$ cat config.mk
export PLATFORM = sky130hd
export DESIGN_NAME = lcd_ppu
export DESIGN_NICKNAME = d
export VERILOG_FILES = /design/src/design/ppu_pkg.sv /design/src/design/ppu_regs.sv /design/src/design/ppu_timing.sv /design/src/design/bg_fetcher.sv /design/src/design/pixel_fifo.sv /design/src/design/lcd_ppu.sv
export SDC_FILE = /design/constraint.sdc
export NUM_CORES = 1
export LEC_CHECK = 0
export CORE_ASPECT_RATIO = 1.1
export CORE_MARGIN = 5
export CORE_UTILIZATION = 55
export CTS_BUF_LIST = sky130_fd_sc_hd__clkbuf_4
export CTS_CLUSTER_DIAMETER = 120
export DETAILED_ROUTE_END_ITERATION = 16
export DONT_BUFFER_PORTS = 1
export HOLD_SLACK_MARGIN = 0.15
export PLACE_DENSITY = 0.7
export SLEW_MARGIN = 20
export SYNTH_ARGS = -nofsm -noshare
export SYNTH_HDL_FRONTEND = slang
export SYNTH_SLANG_ARGS = --single-unit
$ cat constraint.sdc
create_clock -name clk -period 3.6 [get_ports clk]
set_input_delay 0.36 -clock clk [delete_from_list [all_inputs] [get_ports clk]]
set_output_delay 0.36 -clock clk [all_outputs]
set_load 0.1 [all_outputs]
$ cat src/design/ppu_pkg.sv
package ppu_pkg;

	localparam int LINE_CYCLES     = 456;
	localparam int FRAME_LINES     = 154;
	localparam int VISIBLE_LINES   = 144;
	localparam int OAM_CYCLES      = 80;  // Mode 2 length; pixel transfer starts right after.
	localparam int SCREEN_WIDTH    = 160;
	localparam int TILE_ROW_PIXELS = 8;
	localparam int FIFO_DEPTH      = 16;

	// Offset into the 8 KB video memory.
	typedef logic [12:0] vram_addr_t;

	localparam vram_addr_t MAP_LOW_BASE     = 13'h1800;
	localparam vram_addr_t MAP_HIGH_BASE    = 13'h1C00;
	localparam vram_addr_t SIGNED_TILE_BASE = 13'h1000;  // Tile number 0 in the signed area.

	localparam logic [3:0] REG_LCDC = 4'h0;
	localparam logic [3:0] REG_STAT = 4'h1;
	localparam logic [3:0] REG_SCY  = 4'h2;
	localparam logic [3:0] REG_SCX  = 4'h3;
	localparam logic [3:0] REG_LY   = 4'h4;
	localparam logic [3:0] REG_LYC  = 4'h5;
	localparam logic [3:0] REG_BGP  = 4'h7;

	// Encoding matches the two low bits of STAT.
	typedef enum logic [1:0] {
		HBLANK         = 2'd0,
		VBLANK         = 2'd1,
		OAM_SEARCH     = 2'd2,
		PIXEL_TRANSFER = 2'd3
	} ppu_mode_t;

	typedef struct packed {
		logic ppu_ena;
		logic win_map;   // Stored for readback only.
		logic win_ena;   // Stored for readback only.
		logic bg_tiles;  // 1 selects the unsigned tile area at 0x0000.
		logic bg_map;    // 1 selects the map at 0x1C00.
		logic obj_size;  // Stored for readback only.
		logic obj_ena;   // Stored for readback only.
		logic bg_ena;
	} lcdc_t;

	typedef struct packed {
		lcdc_t      lcdc;
		logic       sel_lyc;
		logic       sel_mode2;
		logic       sel_mode1;
		logic       sel_mode0;
		logic [7:0] scy;
		logic [7:0] scx;
		logic [7:0] lyc;
		logic [7:0] bgp;
	} ppu_cfg_t;

	typedef struct packed {
		logic [8:0] lx;
		logic [7:0] ly;
		ppu_mode_t  mode;
		logic       lyc_eq;
	} line_pos_t;

	// Bit 7 of each plane is the leftmost pixel.
	typedef struct packed {
		logic [7:0] lo;
		logic [7:0] hi;
	} tile_row_t;

endpackage

$ cat src/design/ppu_regs.sv
module ppu_regs (
	input  logic                clk,
	input  logic                reset,
	input  logic                wb_cyc,
	input  logic                wb_stb,
	input  logic                wb_we,
	input  logic [3:0]          wb_adr,
	input  logic [7:0]          wb_dat_i,
	output logic [7:0]          wb_dat_o,
	output logic                wb_ack,
	input  ppu_pkg::line_pos_t  pos,
	output ppu_pkg::ppu_cfg_t   cfg,
	output logic                irq_stat
);
	import ppu_pkg::*;

	logic       req;
	logic [7:0] rd_data;
	logic       stat_sig;
	logic       stat_q;

	// A new request is one the slave has not acknowledged yet.
	assign req = wb_cyc && wb_stb && !wb_ack;

	always_comb begin
		case (wb_adr)
			REG_LCDC: rd_data = cfg.lcdc;
			REG_STAT: rd_data = {1'b1, cfg.sel_lyc, cfg.sel_mode2, cfg.sel_mode1,
				cfg.sel_mode0, pos.lyc_eq, pos.mode};
			REG_SCY:  rd_data = cfg.scy;
			REG_SCX:  rd_data = cfg.scx;
			REG_LY:   rd_data = pos.ly;
			REG_LYC:  rd_data = cfg.lyc;
			REG_BGP:  rd_data = cfg.bgp;
			default:  rd_data = 8'hFF;  // Unused offsets float high.
		endcase
	end

	// Mode 1 is also flagged by the mode 2 select, like the original hardware.
	assign stat_sig = cfg.lcdc.ppu_ena && (
		(pos.lyc_eq && cfg.sel_lyc) ||
		(pos.mode == HBLANK && cfg.sel_mode0) ||
		(pos.mode == VBLANK && (cfg.sel_mode1 || cfg.sel_mode2)) ||
		(pos.mode == OAM_SEARCH && cfg.sel_mode2));

	always_ff @(posedge clk) begin
		if (reset) begin
			wb_ack   <= 1'b0;
			cfg      <= '0;  // Display comes up off.
			stat_q   <= 1'b0;
			irq_stat <= 1'b0;
		end else begin
			wb_ack   <= req;
			stat_q   <= stat_sig;
			irq_stat <= stat_sig && !stat_q;  // Rising edge only.
			if (req && wb_we) begin
				case (wb_adr)
					REG_LCDC: cfg.lcdc <= wb_dat_i;
					REG_STAT: begin
						cfg.sel_lyc   <= wb_dat_i[6];
						cfg.sel_mode2 <= wb_dat_i[5];
						cfg.sel_mode1 <= wb_dat_i[4];
						cfg.sel_mode0 <= wb_dat_i[3];
					end
					REG_SCY:  cfg.scy <= wb_dat_i;
					REG_SCX:  cfg.scx <= wb_dat_i;
					REG_LYC:  cfg.lyc <= wb_dat_i;
					REG_BGP:  cfg.bgp <= wb_dat_i;
					default: ;  // LY and the unused offsets are read only.
				endcase
			end
		end
	end

	// Read data is sampled with the request and held through the ack cycle.
	always_ff @(posedge clk) begin
		if (req && !wb_we)
			wb_dat_o <= rd_data;
	end

	// The master must drop stb after an ack, so no cycle is acknowledged twice.
	assert property (@(posedge clk) disable iff (reset) wb_ack |=> !wb_stb);

endmodule

$ cat src/design/ppu_timing.sv
module ppu_timing (
	input  logic                clk,
	input  logic                reset,
	input  ppu_pkg::ppu_cfg_t   cfg,
	input  logic                line_done,
	output ppu_pkg::line_pos_t  pos,
	output logic                line_start,
	output logic                irq_vblank
);
	import ppu_pkg::*;

	logic       end_of_line;
	logic [8:0] lx_next;
	logic [7:0] ly_next;
	ppu_mode_t  mode_next;

	assign end_of_line = pos.lx == 9'(LINE_CYCLES - 1);

	always_comb begin
		lx_next = end_of_line ? 9'd0 : pos.lx + 9'd1;
		ly_next = pos.ly;
		if (end_of_line)
			ly_next = (pos.ly == 8'(FRAME_LINES - 1)) ? 8'd0 : pos.ly + 8'd1;

		if (ly_next >= 8'(VISIBLE_LINES))
			mode_next = VBLANK;
		else if (lx_next < 9'(OAM_CYCLES))
			mode_next = OAM_SEARCH;
		else if (lx_next == 9'(OAM_CYCLES))
			mode_next = PIXEL_TRANSFER;
		else if (line_done)
			mode_next = HBLANK;  // Transfer length depends on the FIFO.
		else
			mode_next = pos.mode;
	end

	// A display that is switched off sits at the top left in mode 0.
	always_ff @(posedge clk) begin
		if (reset || !cfg.lcdc.ppu_ena) begin
			pos        <= '0;
			line_start <= 1'b0;
			irq_vblank <= 1'b0;
		end else begin
			pos.lx     <= lx_next;
			pos.ly     <= ly_next;
			pos.mode   <= mode_next;
			pos.lyc_eq <= ly_next == cfg.lyc;
			line_start <= lx_next == 9'(OAM_CYCLES) && ly_next < 8'(VISIBLE_LINES);
			irq_vblank <= lx_next == 9'd0 && ly_next == 8'(VISIBLE_LINES);
		end
	end

	// The FIFO only finishes a line that the fetcher is still working on.
	assert property (@(posedge clk) disable iff (reset)
		line_done |-> pos.mode == PIXEL_TRANSFER);

	// Fetch and drain must fit inside one line.
	assert property (@(posedge clk) disable iff (reset)
		pos.mode == PIXEL_TRANSFER |-> !end_of_line);

endmodule

$ cat src/design/bg_fetcher.sv
module bg_fetcher (
	input  logic                clk,
	input  logic                reset,
	input  ppu_pkg::ppu_cfg_t   cfg,
	input  ppu_pkg::line_pos_t  pos,
	input  logic                line_start,
	input  logic                row_ready,
	output logic                row_valid,
	output ppu_pkg::tile_row_t  row,
	output logic                vram_rd,
	output ppu_pkg::vram_addr_t vram_addr,
	input  logic [7:0]          vram_data
);
	import ppu_pkg::*;

	typedef enum logic [2:0] {
		IDLE,
		TILE,
		LO_ADDR,
		LO_DATA,
		HI_ADDR,
		HI_DATA,
		BLOCK
	} fetch_state_t;

	fetch_state_t state;
	logic         fetching;
	logic [7:0]   line;
	logic [4:0]   col;
	logic [7:0]   tile;
	vram_addr_t   map_addr;

	// Byte address of one bitplane of one tile row.
	function automatic vram_addr_t row_addr(input logic [7:0] num, input logic [2:0] fine_y,
			input logic unsigned_area, input logic plane);
		vram_addr_t offs;
		offs = {1'b0, num, fine_y, plane};
		if (!unsigned_area)
			offs = SIGNED_TILE_BASE + {num[7], num, fine_y, plane};  // Tile number is signed.
		return offs;
	endfunction

	assign fetching = pos.mode == PIXEL_TRANSFER;
	assign line = cfg.scy + pos.ly;  // Wraps around the 256-line map.
	assign map_addr = (cfg.lcdc.bg_map ? MAP_HIGH_BASE : MAP_LOW_BASE) + {3'b000, line[7:3], col};
	assign row_valid = state == BLOCK;

	always_comb begin
		vram_rd   = 1'b0;
		vram_addr = map_addr;
		case (state)
			TILE: vram_rd = fetching;
			LO_ADDR: begin
				vram_rd   = fetching;
				vram_addr = row_addr(vram_data, line[2:0], cfg.lcdc.bg_tiles, 1'b0);  // Map byte.
			end
			HI_ADDR: begin
				vram_rd   = fetching;
				vram_addr = row_addr(tile, line[2:0], cfg.lcdc.bg_tiles, 1'b1);
			end
			default: ;
		endcase
	end

	always_ff @(posedge clk) begin
		if (reset || !fetching) begin
			state <= IDLE;
		end else begin
			case (state)
				IDLE:    if (line_start) state <= TILE;
				TILE:    state <= LO_ADDR;
				LO_ADDR: state <= LO_DATA;
				LO_DATA: state <= HI_ADDR;
				HI_ADDR: state <= HI_DATA;
				HI_DATA: state <= BLOCK;
				BLOCK:   if (row_ready) state <= TILE;  // Wait for room in the FIFO.
				default: state <= IDLE;
			endcase
		end
	end

	always_ff @(posedge clk) begin
		if (line_start)
			col <= cfg.scx[7:3];
		else if (row_valid && row_ready)
			col <= col + 5'd1;  // Map rows wrap at 32 tiles.
		if (state == LO_ADDR)
			tile <= vram_data;
		if (state == LO_DATA)
			row.lo <= vram_data;
		if (state == HI_DATA)
			row.hi <= vram_data;
	end

endmodule

$ cat src/design/pixel_fifo.sv
module pixel_fifo (
	input  logic                clk,
	input  logic                reset,
	input  ppu_pkg::ppu_cfg_t   cfg,
	input  logic                line_start,
	input  logic                row_valid,
	input  ppu_pkg::tile_row_t  row,
	output logic                row_ready,
	output logic                pixel_valid,
	output logic [1:0]          shade,
	output logic                line_done
);
	import ppu_pkg::*;

	logic [15:0] lo_sr;
	logic [15:0] hi_sr;
	logic [4:0]  count;
	logic [2:0]  drop;
	logic [7:0]  px_cnt;
	logic        active;
	logic        take;
	logic        shift;
	logic        emit;
	logic        last;
	logic [1:0]  color;

	assign row_ready = count <= 5'(FIFO_DEPTH - TILE_ROW_PIXELS);
	assign take = row_valid && row_ready;

	// Keeping one row in reserve lets the fetcher refill without a gap.
	assign shift = active && cfg.lcdc.ppu_ena && count > 5'(TILE_ROW_PIXELS);
	assign emit = shift && drop == 3'd0;
	assign last = emit && px_cnt == 8'(SCREEN_WIDTH - 1);
	assign color = {hi_sr[15], lo_sr[15]};

	always_ff @(posedge clk) begin
		if (reset) begin
			active      <= 1'b0;
			count       <= '0;
			drop        <= '0;
			px_cnt      <= '0;
			pixel_valid <= 1'b0;
			line_done   <= 1'b0;
		end else begin
			pixel_valid <= emit;
			line_done   <= last;  // Goes high with the last pixel of the line.
			if (line_start) begin
				active <= 1'b1;
				count  <= '0;
				drop   <= cfg.scx[2:0];  // Fine scroll pixels to throw away.
				px_cnt <= '0;
			end else begin
				if (last || !cfg.lcdc.ppu_ena)
					active <= 1'b0;
				if (take)
					count <= count + 5'(TILE_ROW_PIXELS);
				else if (shift)
					count <= count - 5'd1;
				if (shift && drop != 3'd0)
					drop <= drop - 3'd1;
				if (emit)
					px_cnt <= px_cnt + 8'd1;
			end
		end
	end

	// Pixel 0 sits in bit 15 and a new row lands right behind the last held pixel.
	always_ff @(posedge clk) begin
		if (line_start) begin
			lo_sr <= '0;
			hi_sr <= '0;
		end else if (take) begin
			lo_sr <= lo_sr | ({row.lo, 8'h00} >> count);
			hi_sr <= hi_sr | ({row.hi, 8'h00} >> count);
		end else if (shift) begin
			lo_sr <= {lo_sr[14:0], 1'b0};
			hi_sr <= {hi_sr[14:0], 1'b0};
		end
		shade <= cfg.bgp[{color, 1'b0} +: 2];
	end

	// A new line only starts once the previous one has sent all its pixels.
	assert property (@(posedge clk) disable iff (reset) line_start |-> !active);

endmodule

$ cat src/design/lcd_ppu.sv
module lcd_ppu (
	input  logic                clk,
	input  logic                reset,
	input  logic                wb_cyc,
	input  logic                wb_stb,
	input  logic                wb_we,
	input  logic [3:0]          wb_adr,
	input  logic [7:0]          wb_dat_i,
	output logic [7:0]          wb_dat_o,
	output logic                wb_ack,
	output logic                irq_vblank,
	output logic                irq_stat,
	output logic                vram_rd,
	output ppu_pkg::vram_addr_t vram_addr,
	input  logic [7:0]          vram_data,
	output logic                line_start,
	output logic                pixel_valid,
	output logic [1:0]          shade
);
	import ppu_pkg::*;

	ppu_cfg_t  cfg;
	line_pos_t pos;
	logic      line_done;
	logic      row_valid;
	logic      row_ready;
	tile_row_t row;

	ppu_regs regs (
		.clk(clk), .reset(reset),
		.wb_cyc(wb_cyc), .wb_stb(wb_stb), .wb_we(wb_we), .wb_adr(wb_adr),
		.wb_dat_i(wb_dat_i), .wb_dat_o(wb_dat_o), .wb_ack(wb_ack),
		.pos(pos), .cfg(cfg), .irq_stat(irq_stat)
	);

	ppu_timing timing (
		.clk(clk), .reset(reset), .cfg(cfg), .line_done(line_done),
		.pos(pos), .line_start(line_start), .irq_vblank(irq_vblank)
	);

	bg_fetcher fetcher (
		.clk(clk), .reset(reset), .cfg(cfg), .pos(pos), .line_start(line_start),
		.row_ready(row_ready), .row_valid(row_valid), .row(row),
		.vram_rd(vram_rd), .vram_addr(vram_addr), .vram_data(vram_data)
	);

	pixel_fifo fifo (
		.clk(clk), .reset(reset), .cfg(cfg), .line_start(line_start),
		.row_valid(row_valid), .row(row), .row_ready(row_ready),
		.pixel_valid(pixel_valid), .shade(shade), .line_done(line_done)
	);

endmodule

Word-level counts from Yosys, hierarchy flattened
Cells that the tools add are included.
W data, S select, Z words.
- logic and storage cells: 165
- RAM bits: 0
- flip-flop bits (word level): 162
- memories: 0
- latch bits: 0
- bits in read-only memories: 0
- bits of input ports: 25
- output and inout bits: 29
- multiplexer cells: 28
- bitwise operators: 2
- eq/ne operators: 23
- div/mod/pow operators: 0
- shift-type cells: 3
- reduce and logical (&&, ||, !) cells: 52
- multiply operators: 0
- $add $sub $neg: 11
- $lt $le $gt $ge: 5
- operator list (operator ; count):
    $mux W16 ; 4
    $pmux W8 S7 ; 1
    $or A16 B16 Y16 ; 2
    $shr A16 B5 Y16 ; 2
    $add A13 B13 Y13 const A ; 2
    $mux W13 ; 2
    $pmux W13 S2 ; 1
    $eq A8 B8 Y1 const B ; 3
    $pmux W3 S7 ; 1
    $mux W5 ; 4
    $logic_and A1 B1 Y1 ; 18
    $add A8 B1 Y8 const B ; 2
    $mux W8 ; 2
    $reduce_and A2 Y1 ; 7
    $add A13 B10 Y13 ; 1
    $eq A4 B3 Y1 const B ; 3
    $mux W3 ; 4
    $mux W11 ; 1
    $add A9 B1 Y9 const B ; 1
    $eq A3 B3 Y1 const B ; 3
    $eq A9 B7 Y1 const B ; 1
    $eq A9 B9 Y1 const B ; 1
    $logic_not A9 Y1 ; 1
    $lt A9 B7 Y1 const B ; 1
    other kinds (31) ; 56

Longest topological paths before layout
- word-level depth: 7
- depth in mapped cells: 14
- gate-level depth less buffers: 8

By module
Synthesis repeated with hierarchy kept, for this count alone.
- cell total of the unflattened synthesis: 950
- area, all modules: 9364.0 um^2
- modules (own cells, without submodules) (module ; cells each ; instances ; seq. area each (um^2) ; area an instance (um^2)):
    pixel_fifo ; 378 ; 1 ; 1061.0 ; 3395.8
    ppu_regs ; 247 ; 1 ; 1181.1 ; 2741.4
    bg_fetcher ; 138 ; 1 ; 930.9 ; 1642.8
    ppu_timing ; 187 ; 1 ; 440.4 ; 1584.0

Least setup slack after synthesis
Ideal clock, no wire load.
- path type: register -> output
- start: reg fetcher.state[1]
- end: out vram_addr[12]
- required time: 3240 ps
- arrival: 4444 ps
- stages on the path, launching flop included: 6
- slack: -1204 ps
- path buffers: 1
- cells stage by stage: dfxtp_1 > nor2b_1 > and2_1 > clkbuf_1 > a22oi_1 > o21ai_0
- longest elaborated chain between the ends: 2
- elaborated cells on any way between the ends: 3
- those cells by class: eq/ne (2); mux (1)
- ends and longest elaborated chain (item ; RTL line ; text):
    start, declared ; bg_fetcher.sv:26 ; fetch_state_t state;
    start signal, assigned ; bg_fetcher.sv:67 ; state <= IDLE;
    start signal, assigned ; bg_fetcher.sv:70 ; IDLE: if (line_start) state <= TILE;
    start signal, assigned ; bg_fetcher.sv:71 ; TILE: state <= LO_ADDR;
    $eq A3 B3 Y1 or $eq A3 B2 Y1 (tied branches) ; bg_fetcher.sv:51 ; case (state)
    $pmux W13 S2 * ; bg_fetcher.sv:51 ;
    end, declared ; lcd_ppu.sv:14 ; output ppu_pkg::vram_addr_t vram_addr,
Mark *: on every way between the ends. The rest lies on a longest branch, timed or not.

Final worst setup path
- start: reg timing.pos[4] (netlist name)
- end: out vram_addr[9]
- longest elaborated chain between the ends: 4
- elaborated cells on any way between the ends: 7
- those cells by class: add/sub (4); mux (3)
- ends and longest elaborated chain (item ; RTL line ; text):
    $add A8 B8 Y8 * ; bg_fetcher.sv:44 ; assign line = cfg.scy + pos.ly;
    $add A13 B13 Y13 ; bg_fetcher.sv:39 ; offs = SIGNED_TILE_BASE + {num[7], num, fine_y, plane};
    $mux W13 ; bg_fetcher.sv:38 ; if (!unsigned_area)
    $pmux W13 S2 * ; bg_fetcher.sv:51 ;
Marked as above.

==> summary.md <==
| Metric | Value |
|---|---|
| Hpwl dp | 15.8 mm |
| Clk Latency, worst-skew pair | 0.59 ns |
| Final Hold Viols | 0 |
| Final non-filler cell total | 1188 |
| Syn_area_per_cell | 9.01 um2 |
| Initial antenna violation count | 2 |
| Max cap viols | 0 |
| Net Sw Power | 770 uW |
| Total Power | 3.03 mW |
| Worst R2R Start | regs.wb_ack$_SDFF_PP0_ |
| CTS tree | done |
| Post-synth EDFFs | 37 |
| Inst Count DP | 1118 |
| Clk pwr share | 34.4% |
| R2R cell count | 8 |
| Post-route ant nets | 0 |
| Core ar. | 0.0156 mm2 |
| Sequential share of power | 62.1% |
| Vias | 7297 |
| Gpl congestion | 0.881 |
| Layout cells sized above 1 | 10.8% |
| RSZ-0062 raised after global routing | false |
| Synth area leader | dfxtp_1 |
| LEAKAGE | 3.29 nW |
| 1st-pass router iterations | 6 |
| CP max FO | 10 |
| Syn Nets | 1002 |
| Area after DPL | 0.00881 mm2 |
| Die W | 129 um |
| DIE HEIGHT | 141 um |
| FF+latch area | 0.00361 mm2 |
| Layout Nets | 1017 |
| Peak VDD IR | 0.221 mV |
| Worst Skew | 0.0370 ns |
| Seq cells post-synth | 162 |
| Final setup fails | 0 |
| Post-synthesis cell count | 958 |
| Max Slew Vio Count | 0 |
| Total CTS buffers | 17 |
| Largest net degree at the start of global routing | 55 |
| Vias per inst | 6.14 |
| Top cells by area, synth | dfxtp_1 29%, edfxtp_1 13%, mux2i_1 9.5% |
| CP arrival | 2.91 ns |
| Final instance area | 0.00945 mm2 |
| Fin crit period | 3.27 ns |
| Power Density | 321 mW/mm2 |
| Crit. End Element | output pin |
| Slew headroom | 31.7% |
| Min-Delay Path Class | in -> reg |
| Total die area | 0.0183 mm2 |
| Setup slack, reg-to-reg | 0.48 ns |
| I/O pins | 54 |
| Status | finished clean |
| Root buffer cell | clkbuf_4 |
| Row count | 48 |
| Synth top area share | 29.0% |
| FF-to-FF End | regs.cfg[21]$_SDFFE_PP0P_ |
| Filler Cells Inserted | 1357 |
| Total track usage | 25.8% |
| Area of the multi-input gates | 0.00468 mm2 |
| Most common cell after layout, fill and taps aside | nor2_1 |
| Place WS | 0.715 ns |
| # clock sinks | 162 |
| Distinct cell type count after synthesis | 73 |
| Global-route wire length before repair | 37.1 mm |
| Vias in the first global route | 7091 |
| Crit Path Class | reg -> out |
| Clk pin slew, worst setup/hold paths | 0.15 ns |
| Sw Ratio | 25.4% |
| Most frequent cells in the layout | 157 x nor2_1, 124 x dfxtp_1, 82 x mux2i_1 |
| # port buffers | 0 |
| Combinational power share | 3.5% |
| GRT overflow | 0 |
| DRC errors left | 0 |
| End point of the critical path | vram_addr[9] |
| H-tree depth | 4 |
| Max Buffers Root-to-Sink | 2 |
| Final WL | 23.1 mm |
| Internal power | 2.26 mW |
| Mapped Area | 0.00863 mm2 |
| Synth Flop Type | dfxtp_1 |
| Peak Freq | 306 MHz |
| Sequential element share of the synthesized area | 41.9% |
| Critical Path Source | timing.pos[4]$_SDFF_PP0_ |
| Resized Gates After CTS | 0 |
| Initial Util | 55.5% |
| Critical Path RT | 3.24 ns |
| Worst setup SP type | flip-flop |
| Asr flop ratio synth | 0% |
| DR WL/cell | 19.5 um |
| Setup ws final | 0.335 ns |
| DR iter-0 viols | 678 |
| Worst-margin pin slew | 1.02 ns |
| Tcrit/Tclk final | 90.7% |
| Synthesis Warnings | 0 |
| Hold Path Origin | wb_adr[1] |
| Area growth, synth to finish | 9.42% |
[registers in the layout, summed over array words and instances, names as in the netlist, 2 cells and up]
signal / flops
fifo.hi_sr: 16
fifo.px_cnt: 8
fetcher.tile: 8
regs.cfg: 44
fifo.shade: 2
fifo.lo_sr: 16
fetcher.col: 5
fetcher.state: 3
fetcher.row: 16
fifo.drop: 3
fifo.count: 5
regs.wb_dat_o: 8
timing.pos: 20
[cell families after synthesis]
kind of cell / after synthesis / share of synthesized area (%)
buf+inv: 84 / 4.35
compound gates: 191 / 15.0
xor+xnor: 30 / 3.04
mux: 98 / 12.5
fa+ha+maj: 19 / 2.84
flops: 162 / 41.9
simple gates: 374 / 20.4
[how the worst min path moves through the flow]
stage / end / cells after the start / slack (ns)
2_1_floorplan: regs.irq_stat$_SDFF_PP0_ / 1 / 0.38
3_3_place_gp: regs.irq_stat$_SDFF_PP0_ / 1 / 0.39
3_5_place_dp: regs.irq_stat$_SDFF_PP0_ / 1 / 0.40
4_1_cts: regs.wb_dat_o[4]$_DFFE_PP_ / 3 / 0.16
5_1_grt: regs.cfg[29]$_SDFFE_PP0P_ / 4 / 0.17
6_report: regs.wb_dat_o[4]$_DFFE_PP_ / 3 / 0.19
[critical path: stages (launching register included)]
cell and delay [ns]:
dfxtp_1 0.57, ha_1 0.31, a21o_1 0.17, a21oi_1 0.21
o21ai_0 0.16, o41ai_1 0.34, xnor2_1 0.16, o21ai_2 0.13
buf_4 0.30
[power groups by stage]
stage          registers, mW  clock network (mW)  logic (mW)
2_1_floorplan           1.93                   0      0.0541
3_3_place_gp            1.93                   0      0.0451
4_1_cts                 1.89                1.07       0.101
5_1_grt                 1.89                1.16       0.110
3_5_place_dp            1.93                   0      0.0453
6_report                1.89                1.04       0.106
[timing repair]
| item | CTS | global route |
|---|---|---|
| buffers inserted | 0 | 0 |
| endpoints found under the hold margin | 109 | 2 |
| hold buffers | 35 | 1 |
[cell usage after synthesis (all sizes together) (3+ instances only)]
cell type	count
and3	6
a22oi	14
o2bb2ai	3
and2	6
o2111ai	3
or3	6
a211oi	19
xnor2	18
inv	17
nand3	23
or2	6
buf	13
nor3	50
o41ai	3
nor3b	8
dfxtp	125
mux2	9
mux4	7
edfxtp	37
nand3b	3
o211ai	11
and4	3
nor2b	12
a221o	3
mux2i	82
a21oi	36
a21o	5
xor2	12
clkbuf	52
a221oi	3
a31oi	3
o311ai	3
nor4	7
nand4	6
ha	18
nand2b	10
o22ai	6
o21ai	52
o21bai	4
nand2	63
nor2	160
o31a	6
[per-layer routing]
metal,GRT usage [%],wire length [um]
met1,31.2,9100
met2,44.3,11700
met3,5.20,1370
met4,11.3,912
met5,0,0
[area by class of cell]
type	instances	share of cell area, %
inverters	19	0.755
multi-input cells	712	49.6
well taps	200	2.65
diodes	2	0.0530
repair buffers	61	5.91
clock inverters	14	1.34
flip-flops and latches	162	38.3
clock buffers	18	1.43
[stage by stage]
| step | setup TNS, ns | util, % | hold slack [ns] |
|---|---|---|---|
| final | 0 | 60.7 | 0.192 |
| after global routing | 0 | 60.7 | 0.166 |
| after CTS | 0 | 60.6 | 0.155 |
| after detailed placement | 0 | 56.6 | 0.398 |
| after global placement | 0 | 56.6 | 0.386 |
| after floorplan | -0.0883 | - | 0.376 |
No activity file was read; power rests on OpenSTA's default activity.
